[src/branch_macros.svh]
`ifndef BRANCH_MACROS_SVH
`define BRANCH_MACROS_SVH

// number of rob entries
// a power of two, so indices wrap on their own
`define ROB_DEPTH 64

// slots per dispatch group, slot 0 oldest
`define DISPATCH_WIDTH 4

// unresolved branches the core tracks at once
`define BRANCH_WINDOW 2

`endif

[src/rob_pkg.sv]
`default_nettype none

`include "branch_macros.svh"

package rob_pkg;

   typedef logic [$clog2(`ROB_DEPTH)-1:0] rob_idx_t;      // rob entry index
   typedef logic [$clog2(`ROB_DEPTH):0]   rob_cnt_t;      // occupancy 0..ROB_DEPTH

   // instructions moved in one cycle, 0..DISPATCH_WIDTH
   typedef logic [$clog2(`DISPATCH_WIDTH):0] inst_cnt_t;

   // mispredict reported by execute
   typedef struct packed {
      logic     valid;
      rob_idx_t idx;         // rob index of the mispredicted branch
   } resolve_t;

   // retirement at the rob head
   typedef struct packed {
      inst_cnt_t retire_cnt;   // entries retired this cycle
      logic      is_branch;    // oldest retiring instr is a branch
      rob_idx_t  branch_idx;
   } commit_t;

endpackage

`default_nettype wire

[src/dispatch_pkg.sv]
`default_nettype none

`include "branch_macros.svh"

package dispatch_pkg;

   import rob_pkg::*;

   // one instruction slot of a dispatch group
   typedef struct packed {
      logic valid;
      logic is_branch;
   } slot_t;

   // slot 0 holds the oldest instruction
   typedef slot_t [`DISPATCH_WIDTH-1:0] dispatch_group_t;

   // one bit per slot
   typedef logic [`DISPATCH_WIDTH-1:0] slot_mask_t;

   // result of the dispatch gate for the current group
   typedef struct packed {
      logic       accept;     // whole group goes in this cycle
      rob_idx_t   base;       // rob tail before allocation
      slot_mask_t br_mask;    // valid branch slots
      inst_cnt_t  slot_cnt;   // valid slots
   } alloc_t;

endpackage

`default_nettype wire

[src/dispatch_gate.sv]
`default_nettype none

`include "branch_macros.svh"

module dispatch_gate
   import rob_pkg::*, dispatch_pkg::*;
(
   input  wire                  clk,
   input  wire                  rst_n,
   input  wire dispatch_group_t group,
   input  wire rob_cnt_t        rob_free,        // free rob entries
   input  wire rob_idx_t        rob_tail,
   input  wire [1:0]            branch_count,    // branches in flight
   input  wire                  commit_branch,   // oldest branch retires now
   input  wire                  resolve_valid,   // mispredict this cycle
   output alloc_t               alloc,
   output logic                 stall
);

   slot_mask_t valid_mask;
   slot_mask_t br_mask;
   inst_cnt_t  valid_cnt;
   inst_cnt_t  br_cnt;
   logic       any_valid;
   logic       rob_fits;
   logic       win_fits;
   logic       accept;

   // per-slot masks and counts
   always_comb
   begin
      valid_cnt = '0;
      br_cnt    = '0;
      for (int k = 0; k < `DISPATCH_WIDTH; k++)
      begin
         valid_mask[k] = group[k].valid;
         br_mask[k]    = group[k].valid & group[k].is_branch;
         valid_cnt     = valid_cnt + inst_cnt_t'(valid_mask[k]);
         br_cnt        = br_cnt + inst_cnt_t'(br_mask[k]);
      end
   end

   assign any_valid = (valid_cnt != '0);

   assign rob_fits = (rob_cnt_t'(valid_cnt) <= rob_free);

   // a committing branch frees its window slot in the same cycle
   // compare without subtracting so nothing underflows
   assign win_fits = ((br_cnt + inst_cnt_t'(branch_count)) <=
                      (inst_cnt_t'(`BRANCH_WINDOW) + inst_cnt_t'(commit_branch)));

   // a flush this cycle would squash the group anyway
   assign accept = any_valid & rob_fits & win_fits & ~resolve_valid;

   assign stall = any_valid & ~accept;

   always_comb
   begin
      alloc.accept   = accept;
      alloc.base     = rob_tail;
      alloc.br_mask  = br_mask;
      alloc.slot_cnt = valid_cnt;
   end

   // front end packs slots from slot 0
   // so the valid mask plus one is a power of two
   a_slots_packed: assert property (@(posedge clk) disable iff (!rst_n)
      $onehot({1'b0, valid_mask} + 1'b1));

endmodule

`default_nettype wire

[src/rob_alloc.sv]
`default_nettype none

`include "branch_macros.svh"

module rob_alloc
   import rob_pkg::*, dispatch_pkg::*;
(
   input  wire           clk,
   input  wire           rst_n,
   input  wire alloc_t   alloc,
   input  wire commit_t  commit,
   input  wire           flush,       // rollback request
   input  wire rob_idx_t flush_idx,   // new tail on rollback
   output rob_idx_t      rob_tail,
   output rob_idx_t      rob_head,
   output rob_cnt_t      rob_count,
   output rob_cnt_t      rob_free
);

   rob_idx_t tail_q;
   rob_idx_t tail_nxt;
   rob_idx_t head_q;
   rob_idx_t head_nxt;
   rob_cnt_t count_q;
   rob_cnt_t count_nxt;
   rob_cnt_t alloc_cnt;
   rob_cnt_t retire_cnt;
   rob_idx_t keep_dist;
   rob_cnt_t keep_cnt;

   assign alloc_cnt  = alloc.accept ? rob_cnt_t'(alloc.slot_cnt) : '0;
   assign retire_cnt = rob_cnt_t'(commit.retire_cnt);

   // entries kept on rollback, head up to and including the branch
   assign keep_dist = flush_idx - head_q;

   // zero distance means the branch holds the last slot of a full rob
   assign keep_cnt = (keep_dist == '0) ? rob_cnt_t'(`ROB_DEPTH)
                                       : {1'b0, keep_dist};

   always_comb
   begin
      head_nxt  = head_q + rob_idx_t'(commit.retire_cnt);   // wraps at depth
      tail_nxt  = tail_q;
      count_nxt = count_q + alloc_cnt - retire_cnt;
      if (flush)
      begin
         tail_nxt  = flush_idx;                 // squash everything younger
         count_nxt = keep_cnt - retire_cnt;
      end
      else if (alloc.accept)
         tail_nxt = tail_q + rob_idx_t'(alloc.slot_cnt);
   end

   always_ff @(posedge clk or negedge rst_n)
   begin
      if (!rst_n)
      begin
         tail_q  <= '0;
         head_q  <= '0;
         count_q <= '0;
      end
      else
      begin
         tail_q  <= tail_nxt;
         head_q  <= head_nxt;
         count_q <= count_nxt;
      end
   end

   assign rob_tail  = tail_q;
   assign rob_head  = head_q;
   assign rob_count = count_q;
   assign rob_free  = rob_cnt_t'(`ROB_DEPTH) - count_q;

   // the retiring side only retires what dispatch put in
   a_retire_le_count: assert property (@(posedge clk) disable iff (!rst_n)
      retire_cnt <= count_q);

   // gate and rollback together keep occupancy in range
   a_count_range: assert property (@(posedge clk) disable iff (!rst_n)
      count_q <= rob_cnt_t'(`ROB_DEPTH));

endmodule

`default_nettype wire

[src/branch_fifo.sv]
`default_nettype none

`include "branch_macros.svh"

module branch_fifo
   import rob_pkg::*, dispatch_pkg::*;
(
   input  wire           clk,
   input  wire           rst_n,
   input  wire alloc_t   alloc,
   input  wire resolve_t resolve,
   input  wire commit_t  commit,
   output logic          flush,
   output rob_idx_t      flush_idx,
   output logic [1:0]    branch_count,
   output rob_idx_t      oldest_branch
);

   rob_idx_t   entry [2];        // rob indices, program order from head
   logic       head_q;
   logic       head_nxt;
   logic       tail_q;
   logic       tail_nxt;
   logic [1:0] count_q;
   logic [1:0] count_nxt;
   rob_idx_t   new_idx [2];      // older and younger new branch
   logic [1:0] new_cnt;
   logic       commit_hit;
   logic       mis_head;

   // pick up to two branches from the group, oldest slot first
   always_comb
   begin
      new_idx[0] = alloc.base;
      new_idx[1] = alloc.base;
      new_cnt    = '0;
      for (int k = 0; k < `DISPATCH_WIDTH; k++)
      begin
         if (alloc.br_mask[k])
         begin
            if (new_cnt == 2'd0)
               new_idx[0] = alloc.base + rob_idx_t'(k);   // wraps past 63
            else
               new_idx[1] = alloc.base + rob_idx_t'(k);
            new_cnt = new_cnt + 2'd1;
         end
      end
      if (!alloc.accept)
         new_cnt = '0;              // stalled group writes nothing
   end

   assign commit_hit = commit.is_branch && (count_q != '0) &&
                       (commit.branch_idx == entry[head_q]);

   assign mis_head = resolve.valid && (count_q != '0) &&
                     (resolve.idx == entry[head_q]);

   always_comb
   begin
      head_nxt  = commit_hit ? ~head_q : head_q;
      tail_nxt  = tail_q ^ new_cnt[0];            // two writes land back on tail
      count_nxt = count_q + new_cnt - {1'b0, commit_hit};
      if (mis_head)
      begin
         // oldest branch wrong, everything behind it is gone
         head_nxt  = 1'b0;
         tail_nxt  = 1'b0;
         count_nxt = '0;
      end
      else if (resolve.valid)
      begin
         tail_nxt  = ~tail_q;                     // drop the younger entry
         count_nxt = count_q - 2'd1 - {1'b0, commit_hit};
      end
   end

   // payload only, gated by count
   always_ff @(posedge clk)
   begin
      if (new_cnt != '0)
         entry[tail_q] <= new_idx[0];
      if (new_cnt == 2'd2)
         entry[~tail_q] <= new_idx[1];
   end

   always_ff @(posedge clk or negedge rst_n)
   begin
      if (!rst_n)
      begin
         head_q  <= 1'b0;
         tail_q  <= 1'b0;
         count_q <= '0;
      end
      else
      begin
         head_q  <= head_nxt;
         tail_q  <= tail_nxt;
         count_q <= count_nxt;
      end
   end

   assign flush         = resolve.valid;
   assign flush_idx     = resolve.idx + 1'b1;     // first squashed entry
   assign branch_count  = count_q;
   assign oldest_branch = entry[head_q];

   // rob retires in order, so a retiring branch is the oldest one held
   a_commit_is_oldest: assert property (@(posedge clk) disable iff (!rst_n)
      commit.is_branch |-> commit_hit);

   // execute only reports branches dispatched earlier and still open
   a_resolve_present: assert property (@(posedge clk) disable iff (!rst_n)
      resolve.valid |-> mis_head ||
                        ((count_q == 2'd2) && (resolve.idx == entry[~head_q])));

   a_count_bound: assert property (@(posedge clk) disable iff (!rst_n)
      count_q <= 2'(`BRANCH_WINDOW));

endmodule

`default_nettype wire

[src/branch_window_top.sv]
`default_nettype none

module branch_window_top
   import rob_pkg::*, dispatch_pkg::*;
(
   input  wire                  clk,
   input  wire                  rst_n,
   input  wire dispatch_group_t group,
   input  wire resolve_t        resolve,
   input  wire commit_t         commit,
   output logic                 stall,
   output alloc_t               alloc,
   output logic                 flush,
   output rob_idx_t             flush_idx,
   output logic [1:0]           branch_count,
   output rob_idx_t             oldest_branch,
   output rob_cnt_t             rob_count,
   output rob_idx_t             rob_tail
);

   rob_cnt_t rob_free;

   // accept or stall the whole group
   dispatch_gate u_gate (
      .clk           (clk),
      .rst_n         (rst_n),
      .group         (group),
      .rob_free      (rob_free),
      .rob_tail      (rob_tail),
      .branch_count  (branch_count),
      .commit_branch (commit.is_branch),
      .resolve_valid (resolve.valid),
      .alloc         (alloc),
      .stall         (stall)
   );

   // head is only needed inside the allocator for rollback counting
   rob_alloc u_rob_alloc (
      .clk       (clk),
      .rst_n     (rst_n),
      .alloc     (alloc),
      .commit    (commit),
      .flush     (flush),
      .flush_idx (flush_idx),
      .rob_tail  (rob_tail),
      .rob_head  (),
      .rob_count (rob_count),
      .rob_free  (rob_free)
   );

   // unresolved branches, also the source of rollback
   branch_fifo u_branch_fifo (
      .clk           (clk),
      .rst_n         (rst_n),
      .alloc         (alloc),
      .resolve       (resolve),
      .commit        (commit),
      .flush         (flush),
      .flush_idx     (flush_idx),
      .branch_count  (branch_count),
      .oldest_branch (oldest_branch)
   );

endmodule

`default_nettype wire

[config.mk]
export PLATFORM = sky130hd
export DESIGN_NAME = branch_window_top
export DESIGN_NICKNAME = d
export VERILOG_FILES = /design/src/rob_pkg.sv /design/src/dispatch_pkg.sv /design/src/dispatch_gate.sv /design/src/rob_alloc.sv /design/src/branch_fifo.sv /design/src/branch_window_top.sv
export VERILOG_INCLUDE_DIRS = /design/src
export SDC_FILE = /design/constraint.sdc
export NUM_CORES = 1
export LEC_CHECK = 0
export BUFFER_PORTS_ARGS = -buffer_cell sky130_fd_sc_hd__buf_2
export CORE_MARGIN = 4
export CORE_UTILIZATION = 55
export CTS_CLUSTER_SIZE = 14
export DETAILED_ROUTE_END_ITERATION = 12
export GPL_TIMING_DRIVEN = 0
export PLACE_DENSITY = 0.86
export SLEW_MARGIN = 20
export SYNTH_ARGS = -nofsm -noshare
export SYNTH_HDL_FRONTEND = slang
export SYNTH_SLANG_ARGS = --single-unit
[constraint.sdc]
create_clock -name clk -period 12.24 [get_ports clk]
set_input_delay 1.224 -clock clk [delete_from_list [all_inputs] [get_ports clk]]
set_output_delay 1.224 -clock clk [all_outputs]
set_load 0.1 [all_outputs]
Word level (Yosys, flattened, before mapping)
Memories as Yosys holds them, arrays and structs flattened.
Cells that the tools add are included.
Word-level totals
  register bits after elaboration: 23
  bits in writable memories: 12
  output and inout port bits: 43
  word-level logic and storage cells: 93
  memories kept: 1
Memories
  u_branch_fifo.entry: depth 2, width 6, rd ports 1, clocked after memory_dff 0, wr ports 2, RTL line branch_fifo.sv:19  | rob_idx_t entry [2];
Operators by class
  add/subtract/negate cells: 26
  magnitude comparators: 2
  equal/unequal tests: 3
  muxes and demuxes: 29
  bitwise operators: 13
  reduce and logical (&&, ||, !) cells: 13
Operators by type and width (number)
  $mux W6: 8
  $mux W12: 3
  $mux W7: 2
  $sub A7 B3 Y7: 2
  $add A3 B1 Y3: 4
  $add A6 B1 Y6 const B: 2
  $add A6 B2 Y6 const B: 2
  $add A6 B3 Y6: 2
  $eq A6 B6 Y1: 2
  $mux W2: 6
  $mux W1: 9
  $and A1 B1 Y1: 8
  $reduce_bool A2 Y1: 4
  $add A7 B7 Y7: 1
  $le A3 B7 Y1: 1
  $sub A7 B7 Y7 const A: 1
  $logic_not A2 Y1: 3
  $logic_not A6 Y1: 1
  $sub A6 B6 Y6: 1
  $add A1 B1 Y2: 2
  $add A2 B1 Y2 const B: 2
  $logic_and A1 B1 Y1: 4
  $not A1 Y1: 4
  $sub A2 B1 Y2: 2
  10 further kinds: 10

Logic depth before layout (Yosys ltp)
Gate-level depths: netlist of the first run.
  depth after elaboration: 13
  depth in mapped cells: 24
  depth with buffers taken out: 24

Hierarchy
From an unflattened synthesis of the first run, not the netlist that was laid out.
Second synthesis, totals
  cell total of the unflattened synthesis: 435
  area, all modules: 3891.2 um2
Modules (own cells, without submodules)
  branch_fifo: instances 1, cells each 203, area each 1784.2 um2
  rob_alloc: instances 1, cells each 191, area each 1780.5 um2
  dispatch_gate: instances 1, cells each 41, area each 326.6 um2

Least setup slack after synthesis of the first run
Ideal clock, no wire load.
  path type: input to output
  start: input group[1] in the netlist's numbering
  end: output stall
  arrival time: 5.692 ns
  slack: 5.324 ns
  stages: 15
  cell sequence: and2_1 -> inv_2 -> ha_1 -> inv_1 -> fa_1 -> inv_1 -> ha_1 -> inv_1 -> fa_1 -> nor3_1 -> or3_1 -> o21bai_4 -> nand2b_1 -> inv_2 -> nor2_1
On the way
  word-level cells in the longest chain between the ends: 10
  elaborated cells between the ends (all ways): 16
Ends and longest elaborated chain
  start: declaration: RTL line branch_window_top.sv:8  | input wire dispatch_group_t group,
  $and A1 B1 Y1: RTL line dispatch_gate.sv:37  | br_mask[k] = group[k].valid & group[k].is_branch;
  $add A1 B1 Y2: RTL line dispatch_gate.sv:39  | br_cnt = br_cnt + inst_cnt_t'(br_mask[k]);
  $add A3 B1 Y3 (2 in series): RTL line dispatch_gate.sv:39
  $add A3 B2 Y3: RTL line dispatch_gate.sv:49  | assign win_fits = ((br_cnt + inst_cnt_t'(branch_count)) <=
  $le A3 B3 Y1: RTL line dispatch_gate.sv:49
  $and A1 B1 Y1 * (2 in series): RTL line dispatch_gate.sv:53  | assign accept = any_valid & rob_fits & win_fits & ~resolve_valid;
  net u_gate.accept: RTL line dispatch_gate.sv:27  | logic accept;
  $not A1 Y1 *: RTL line dispatch_gate.sv:55  | assign stall = any_valid & ~accept;
  $and A1 B1 Y1 *: RTL line dispatch_gate.sv:55
  end: declaration: RTL line branch_window_top.sv:11  | output logic stall,
The timed path passes the listed nets; every way through them passes the cells marked *.

Worst setup path in the final report of the first run
  start: input group[1] in the netlist's numbering
  end: register u_rob_alloc.count_q[6] (netlist: u_rob_alloc.rob_count[6])
On the way
  word-level cells in the longest chain between the ends: 12
  elaborated cells between the ends (all ways): 18
Ends and longest elaborated chain
  $and A1 B1 Y1: RTL line dispatch_gate.sv:37
  $add A1 B1 Y2: RTL line dispatch_gate.sv:39
  $add A3 B1 Y3 (2 in series): RTL line dispatch_gate.sv:39
  $add A3 B2 Y3: RTL line dispatch_gate.sv:49
  $le A3 B3 Y1: RTL line dispatch_gate.sv:49
  $and A1 B1 Y1 * (2 in series): RTL line dispatch_gate.sv:53
  net u_gate.accept: RTL line dispatch_gate.sv:27
  $mux W3 *: RTL line rob_alloc.sv:31  | assign alloc_cnt = alloc.accept ? rob_cnt_t'(alloc.slot_cnt) : '0;
  $add A7 B7 Y7 *: RTL line rob_alloc.sv:45  | count_nxt = count_q + alloc_cnt - retire_cnt;
  $sub A7 B3 Y7 *: RTL line rob_alloc.sv:45
  $mux W7 *: RTL line rob_alloc.sv:46  | if (flush)
  net u_rob_alloc.count_nxt[6]: RTL line rob_alloc.sv:25  | rob_cnt_t count_nxt;
  end signal: assignment: RTL line rob_alloc.sv:67  | count_q <= count_nxt;
  end: declaration: RTL line rob_alloc.sv:24  | rob_cnt_t count_q;
Marks and branches as above.
A chain may end at the register's enable or synchronous reset.

==> impl_metrics.py, run 1 <==
metrics = {
    "outcome": {
        "status": "finished, final reports clean",
    },
    "die": {
        "ios": 70,
        "fp.coreArea_um2": 6495,
        "num_rows": 29,
        "die_w_um": 90.86,
        "start_util": 0.5814,
        "die_h_um": 90.86,
        "dieArea_um2": 8256,
    },
    "critical_path": {
        "rr_endpoint": "u_rob_alloc.rob_count[6]",
        "worst_setup_path_start_kind": "input port",
        "cp-startpoint": "group[1]",
        "rr_worst_depth": 21,
        "critical_path_arrival_ps": 6390,
        "critPathKind": "in -> reg",
        "r2r_slack_ps": 7220,
        "reg2reg_from": "u_branch_fifo.branch_count[0]",
        "critPathCapture": "u_rob_alloc.rob_count[6]",
        "worstPathRequired_ps": 12380,
        "endpoint_kind": "register",
        "crit_fanout": 7,
    },
    "clock_network": {
        "cts.repair.resized": 0,
        "clock_tree.htree_level_count": 2,
        "clock_path_buffers": 2,
        "cts.sinks": 35,
        "cts-root-buf": "clkbuf_8",
        "cts_setup_buffers": 0,
        "postCtsHoldBufs": 0,
        "tritoncts": "built",
        "numCtsBuffers": 5,
        "path_clk_slew_ps": 70,
        "clock_latency_ps": 280,
    },
    "sta": {
        "drv_slew": 0,
        "clock_skew_ps": 5.557,
        "final.min_clock_period_ps": 6244,
        "worst_slack_ps": 5996,
        "finalHoldViolations": 0,
        "setup_viol": 0,
        "rsz0062_at_grt": "no",
        "period_share": 0.5101,
        "maxSlewHeadroom": 0.6245,
        "setup_tns_ps": 0,
        "tightest_slew_ps": 563.2,
        "fmax_mhz": 160.2,
    },
    "finish": {
        "mostFrequentLayoutCells": "buf_2, inv_1, ha_1",
        "fill_cells": 514,
        "final_cells": 562,
        "antenna_cells": 0,
        "final_common_cell": "buf_2",
        "final_net_count": 564,
        "drive_gt1_frac": 0.2041,
        "area_delta_synth_final_pct": 13.98,
    },
    "yosys": {
        "synthCells": 409,
        "yosysSeqAreaShare": 0.2478,
        "synth_warnings": 0,
        "ys_seq_elements": 35,
        "syn-num-nets": 489,
        "ys_async_sr_fraction": 0.6571,
        "synthFlopType": "dfrtp_1",
        "synth_edf_count": 12,
        "netlist_area_um2": 3776,
        "avgSynthCellArea_um2": 9.233,
        "yosysUniqueCellTypes": 63,
    },
    "global_routing": {
        "grtUsageTotal": 0.2345,
        "grt_overflow": 0,
        "grt_pass1_vias": 3280,
        "antenna_found_initial": 0,
        "grt_first_pass_wirelength_mm": 15.82,
        "grt_start_max_net_pins": 24,
    },
    "flow_run": {
        "maxCapViolations": 0,
    },
    "detailed_routing": {
        "detail_route.wl_per_cell_um": 16.63,
        "totalWireLength_mm": 9.348,
        "detail_route.vias_per_cell": 5.721,
        "first_pass_iters": 4,
        "drc": 0,
        "ant_nets": 0,
        "num_vias": 3215,
        "drt-initial-drc-count": 215,
    },
    "place": {
        "pre_cts_ws_ps": 5730,
        "gp_congestion": 0.9337,
        "place_inst": 554,
        "post-dp-hpwl_mm": 7.791,
        "port_buffers": 68,
    },
    "worst_hold_path": {
        "min_path_type": "reg -> reg",
    },
}
[worst min path at each step]
stage                                 start  depth (start not counted)                      end
CTS                 u_rob_alloc.rob_head[4]                          1  u_rob_alloc.rob_head[4]
global route        u_rob_alloc.rob_head[5]                          1  u_rob_alloc.rob_head[5]
global placement    u_rob_alloc.rob_head[4]                          1  u_rob_alloc.rob_head[4]
floorplan           u_rob_alloc.rob_head[4]                          1  u_rob_alloc.rob_head[4]
detailed placement  u_rob_alloc.rob_head[4]                          1  u_rob_alloc.rob_head[4]
finish              u_rob_alloc.rob_head[4]                          1  u_rob_alloc.rob_head[4]
[metrics by stage]
stage          instance area, um^2  hold slack, ps  utilization
2_1_floorplan                 3776           446.5            -
3_3_place_gp                  4213           462.1       0.6486
3_5_place_dp                  4213           486.2       0.6486
4_1_cts                       4304           493.6       0.6627
5_1_grt                       4304           520.4       0.6627
6_report                      4304           484.0       0.6627
[synthesized netlist by cell type, drive strengths merged, types with 12 or more instances]
cell type  number  share of area
ha             43           0.14
inv            54          0.054
a21oi          19          0.026
o21ai          22          0.030
dfrtp          23           0.15
mux2i          21          0.056
xor2           20          0.046
xnor2          37          0.086
edfxtp         12          0.095
buf            12          0.025
nor2           18          0.018
nand2          22          0.022
[sequential cells by signal, summed over array words and instances, names as in the netlist]
| register | cells |
|---|---|
| u_branch_fifo.head_q | 1 |
| u_rob_alloc.rob_head | 6 |
| u_branch_fifo.tail_q | 1 |
| u_rob_alloc.rob_count | 7 |
| u_rob_alloc.rob_tail | 6 |
| u_branch_fifo.entry | 12 |
| u_branch_fifo.branch_count | 2 |
[worst max-delay path, cell delays in order]
cell      delay (ps)
buf_2            100
and2_1           250
inv_2             80
ha_1             360
inv_1             70
fa_1             430
inv_1             70
ha_1             130
inv_1             50
fa_1             370
xnor2_1          130
or3_1            450
o21bai_4         250
nand2b_1         260
inv_2            120
nand2_1           80
fa_1             490
inv_1             70
fa_1             460
a21o_1           200
a21oi_1          210
o21bai_1         100
a21oi_1          180
xnor2_1          150
o22ai_1          110
[cells by family after synthesis]
| group | count (synthesis) | synth area share |
|---|---|---|
| simple gates | 88 | 0.1252 |
| compound gates | 77 | 0.1398 |
| buf+inv | 73 | 0.08582 |
| xor+xnor | 58 | 0.1382 |
| fa+ha+maj | 53 | 0.1955 |
| flops | 35 | 0.2478 |
| mux | 25 | 0.06759 |
[per-layer routing]
metal,global-route usage,vias up,part of all wire
met5,0,-,0
met4,0.06030,0,0.017
met3,0.03500,19,0.077
met2,0.4033,122,0.48
met1,0.3083,1516,0.43
li1,-,1558,-
[layout make-up]
cell class	count	area, um^2	area share
flip-flops and latches	35	935.9	0.2174
plain buffers	19	121.4	0.02820
repair buffers	68	340.3	0.07907
clock buffers	7	86.33	0.02006
well taps	77	96.34	0.02238
multi-input cells	301	2516	0.5846
clock inverters	1	5.005	0.001163
inverters	54	202.7	0.04709
Power of run 1 is not shown: default switching activity piles up to over one toggle a cycle in this logic, so the estimate is an artifact.
==> run 2: changes to the inputs <==
--- a/config.mk
+++ b/config.mk
@@ -6,9 +6,10 @@
 export SDC_FILE = /design/constraint.sdc
 export NUM_CORES = 1
 export LEC_CHECK = 0
+export ABC_AREA = 1
 export BUFFER_PORTS_ARGS = -buffer_cell sky130_fd_sc_hd__buf_2
 export CORE_MARGIN = 4
-export CORE_UTILIZATION = 55
+export CORE_UTILIZATION = 53
 export CTS_CLUSTER_SIZE = 14
 export DETAILED_ROUTE_END_ITERATION = 12
 export GPL_TIMING_DRIVEN = 0
==> constraint.sdc (replaced) <==
create_clock -name clk -period 5.42 [get_ports clk]
set_input_delay 0.542 -clock clk [delete_from_list [all_inputs] [get_ports clk]]
set_output_delay 0.542 -clock clk [all_outputs]
set_load 0.1 [all_outputs]
==> run 2 against run 1 <==
Net effect:
- synthesized cell count increased by 42%
- clock skew is 1.5 ps higher
- hold slack worse by 270 ps
- wire length increased by 10%
- flip-flop and latch count unchanged
- critical endpoint unchanged
- count of clock-buffer cells in the layout did not move
- cell area increased by 9.8%
- cell count grew 35%
- setup slack worse by 5300 ps
- die area grew 13%
==> impl_metrics.py, run 2 <==
metrics = {
    "die": {
        "dieArea_um2": 9341,
        "ios": 70,
        "num_rows": 32,
        "start_util": 0.5418,
        "die_h_um": 96.65,
        "fp.coreArea_um2": 7687,
        "die_w_um": 96.65,
    },
    "global_routing": {
        "grtUsageMet2": 0.3503,
        "grtUsageTotal": 0.2265,
        "antenna_found_initial": 0,
        "grt_pass1_vias": 3818,
        "use_met1": 0.3256,
        "grt_start_max_net_pins": 24,
        "grt.busiest_layer": "met2",
        "grt_overflow": 0,
        "grtUsageMet3": 0.03317,
        "grt_first_pass_wirelength_mm": 17.83,
    },
    "clock_network": {
        "cts_setup_buffers": 0,
        "clock_tree.htree_level_count": 2,
        "tritoncts": "built",
        "cts.repair.resized": 0,
        "postCtsHoldBufs": 0,
        "clock_latency_ps": 290,
        "numCtsBuffers": 5,
        "clock_path_buffers": 2,
        "cts.sinks": 35,
        "path_clk_slew_ps": 70,
        "cts-root-buf": "clkbuf_8",
    },
    "finish": {
        "fill_cells": 685,
        "multi_input_area_um2": 2724,
        "mostFrequentLayoutCells": "nand2_1, inv_1, buf_2",
        "drive_gt1_frac": 0.1900,
        "final_net_count": 737,
        "antenna_cells": 0,
        "regArea_um2": 935.9,
        "largest_reg_flops": 12,
        "finalInstanceArea_um2": 4725,
        "largest_register": "u_branch_fifo.entry",
        "final_common_cell": "nand2_1",
        "area_delta_synth_final_pct": 13.43,
    },
    "sta": {
        "maxSlewHeadroom": 0.4562,
        "fmax_mhz": 213.5,
        "drv_slew": 0,
        "tightest_slew_ps": 807.2,
        "setup_viol": 0,
        "rsz0062_at_grt": "no",
        "period_share": 0.8642,
        "finalHoldViolations": 0,
        "final.min_clock_period_ps": 4684,
        "setup_tns_ps": 0,
        "clock_skew_ps": 7.052,
    },
    "detailed_routing": {
        "drc": 0,
        "drt-initial-drc-count": 211,
        "totalWireLength_mm": 10.32,
        "num_vias": 3998,
        "detail_route.wl_per_cell_um": 13.58,
        "detail_route.vias_per_cell": 5.261,
        "ant_nets": 0,
        "first_pass_iters": 5,
    },
    "yosys": {
        "yosysMostFrequentCell": "nand2_1",
        "synthFlopType": "dfrtp_1",
        "synth_top_area_share": 0.1382,
        "synthCells": 582,
        "ys_seq_elements": 35,
        "yosysUniqueCellTypes": 45,
        "yosysTopAreaCell": "dfrtp_1",
        "yosysSeqAreaShare": 0.2247,
        "synth_warnings": 0,
        "netlist_area_um2": 4165,
        "ys_async_sr_fraction": 0.6571,
        "synthTopCellsByArea": "dfrtp_1, ha_1, nand2_1",
        "synth_edf_count": 12,
        "avgSynthCellArea_um2": 7.157,
        "syn-num-nets": 662,
        "synth_common_cells": "nand2_1, inv_1, ha_1, nand3_1, nor2_1",
    },
    "critical_path": {
        "critPathKind": "in -> reg",
        "endpoint_kind": "register",
        "worst_setup_path_start_kind": "input port",
        "worstPathRequired_ps": 5600,
        "crit_fanout": 6,
        "rr_worst_depth": 21,
        "critical_path_arrival_ps": 4870,
    },
    "place": {
        "gp_congestion": 0.9024,
        "post-dp-hpwl_mm": 8.444,
        "port_buffers": 68,
        "dpl_cell_area_um2": 4633,
    },
    "worst_hold_path": {
        "min_path_type": "in -> async",
    },
    "outcome": {
        "status": "finished, final reports clean",
    },
    "flow_run": {
        "maxCapViolations": 0,
    },
}
==> run 2: cell count changes after synthesis, sizes merged, moves of 11 or more <==
cell / change
nand2: +129
inv: +45
nand3: +38
xnor2: -28
mux2i: -21
nor2: +21
o21ai: +11
==> run 2: critical path, stage by stage <==
cell and delay (ps):
buf_2 90, nand2_1 80, ha_1 350, inv_1 70, fa_1 420, inv_1 70, ha_1 140, inv_1 50
fa_1 470, nor3_1 60, nor3_4 390, nand3_4 150, inv_2 140, nand2_1 100, fa_1 490, inv_1 70
fa_1 460, nand3_1 130, a21o_1 150, nand2_1 60, a21oi_1 150, a21oi_1 80, o21ai_0 70, nand2_1 70
==> run 2: stage by stage <==
step                      utilization  setup WS [ps]  std cells  hold WS (ps)
final                          0.6146          736.2        760         216.7
after global routing           0.6146          392.2        760         247.8
after CTS                      0.6146          739.5        760         232.5
after detailed placement       0.6027          433.2        752         485.4
after global placement         0.6027          547.8        752         485.6
after floorplan                     -          544.1        582         246.4
==> run 2: layout make-up <==
class	instances	share of cell area
multi-input combinational	427	0.5765
sequential	35	0.1981
inverter	100	0.07998
timing repair buffer	68	0.07203
buffer	20	0.02701
tap	102	0.02701
clock buffer	7	0.01827
clock inverter	1	0.001059
==> run 2: final timing paths <==
check | start | end | slack [ps]
setup / recovery | group[1] | u_rob_alloc.rob_count[6] | 740
hold / removal | rst_n | u_rob_alloc.rob_count[0] | 220
setup reg to reg | u_branch_fifo.branch_count[0] | u_rob_alloc.rob_count[6] | 960
hold reg to reg | u_rob_alloc.rob_head[4] | u_rob_alloc.rob_head[4] | 490
max in group asynchronous | rst_n | u_branch_fifo.head_q | 4850
min in group clk | u_rob_alloc.rob_head[4] | u_rob_alloc.rob_head[4] | 490
==> run 2: layer usage <==
layer | wire [um] | part of all wire
met5 | 0 | 0
met4 | 146 | 0.014
met3 | 787 | 0.076
met2 | 4641 | 0.45
met1 | 4742 | 0.46
==> run 2: cells by family after synthesis <==
kind of cell               Yosys count  share of synthesized area
and+or+nand+nor                    254                     0.2797
buffers and inverters              120                     0.1214
AOI/OAI and AO/OA                   82                     0.1099
adders and majority gates           53                     0.1772
xor gates and xnor gates            38                    0.08711
DFF                                 35                     0.2247
Power of run 2 is left out for the same reason.
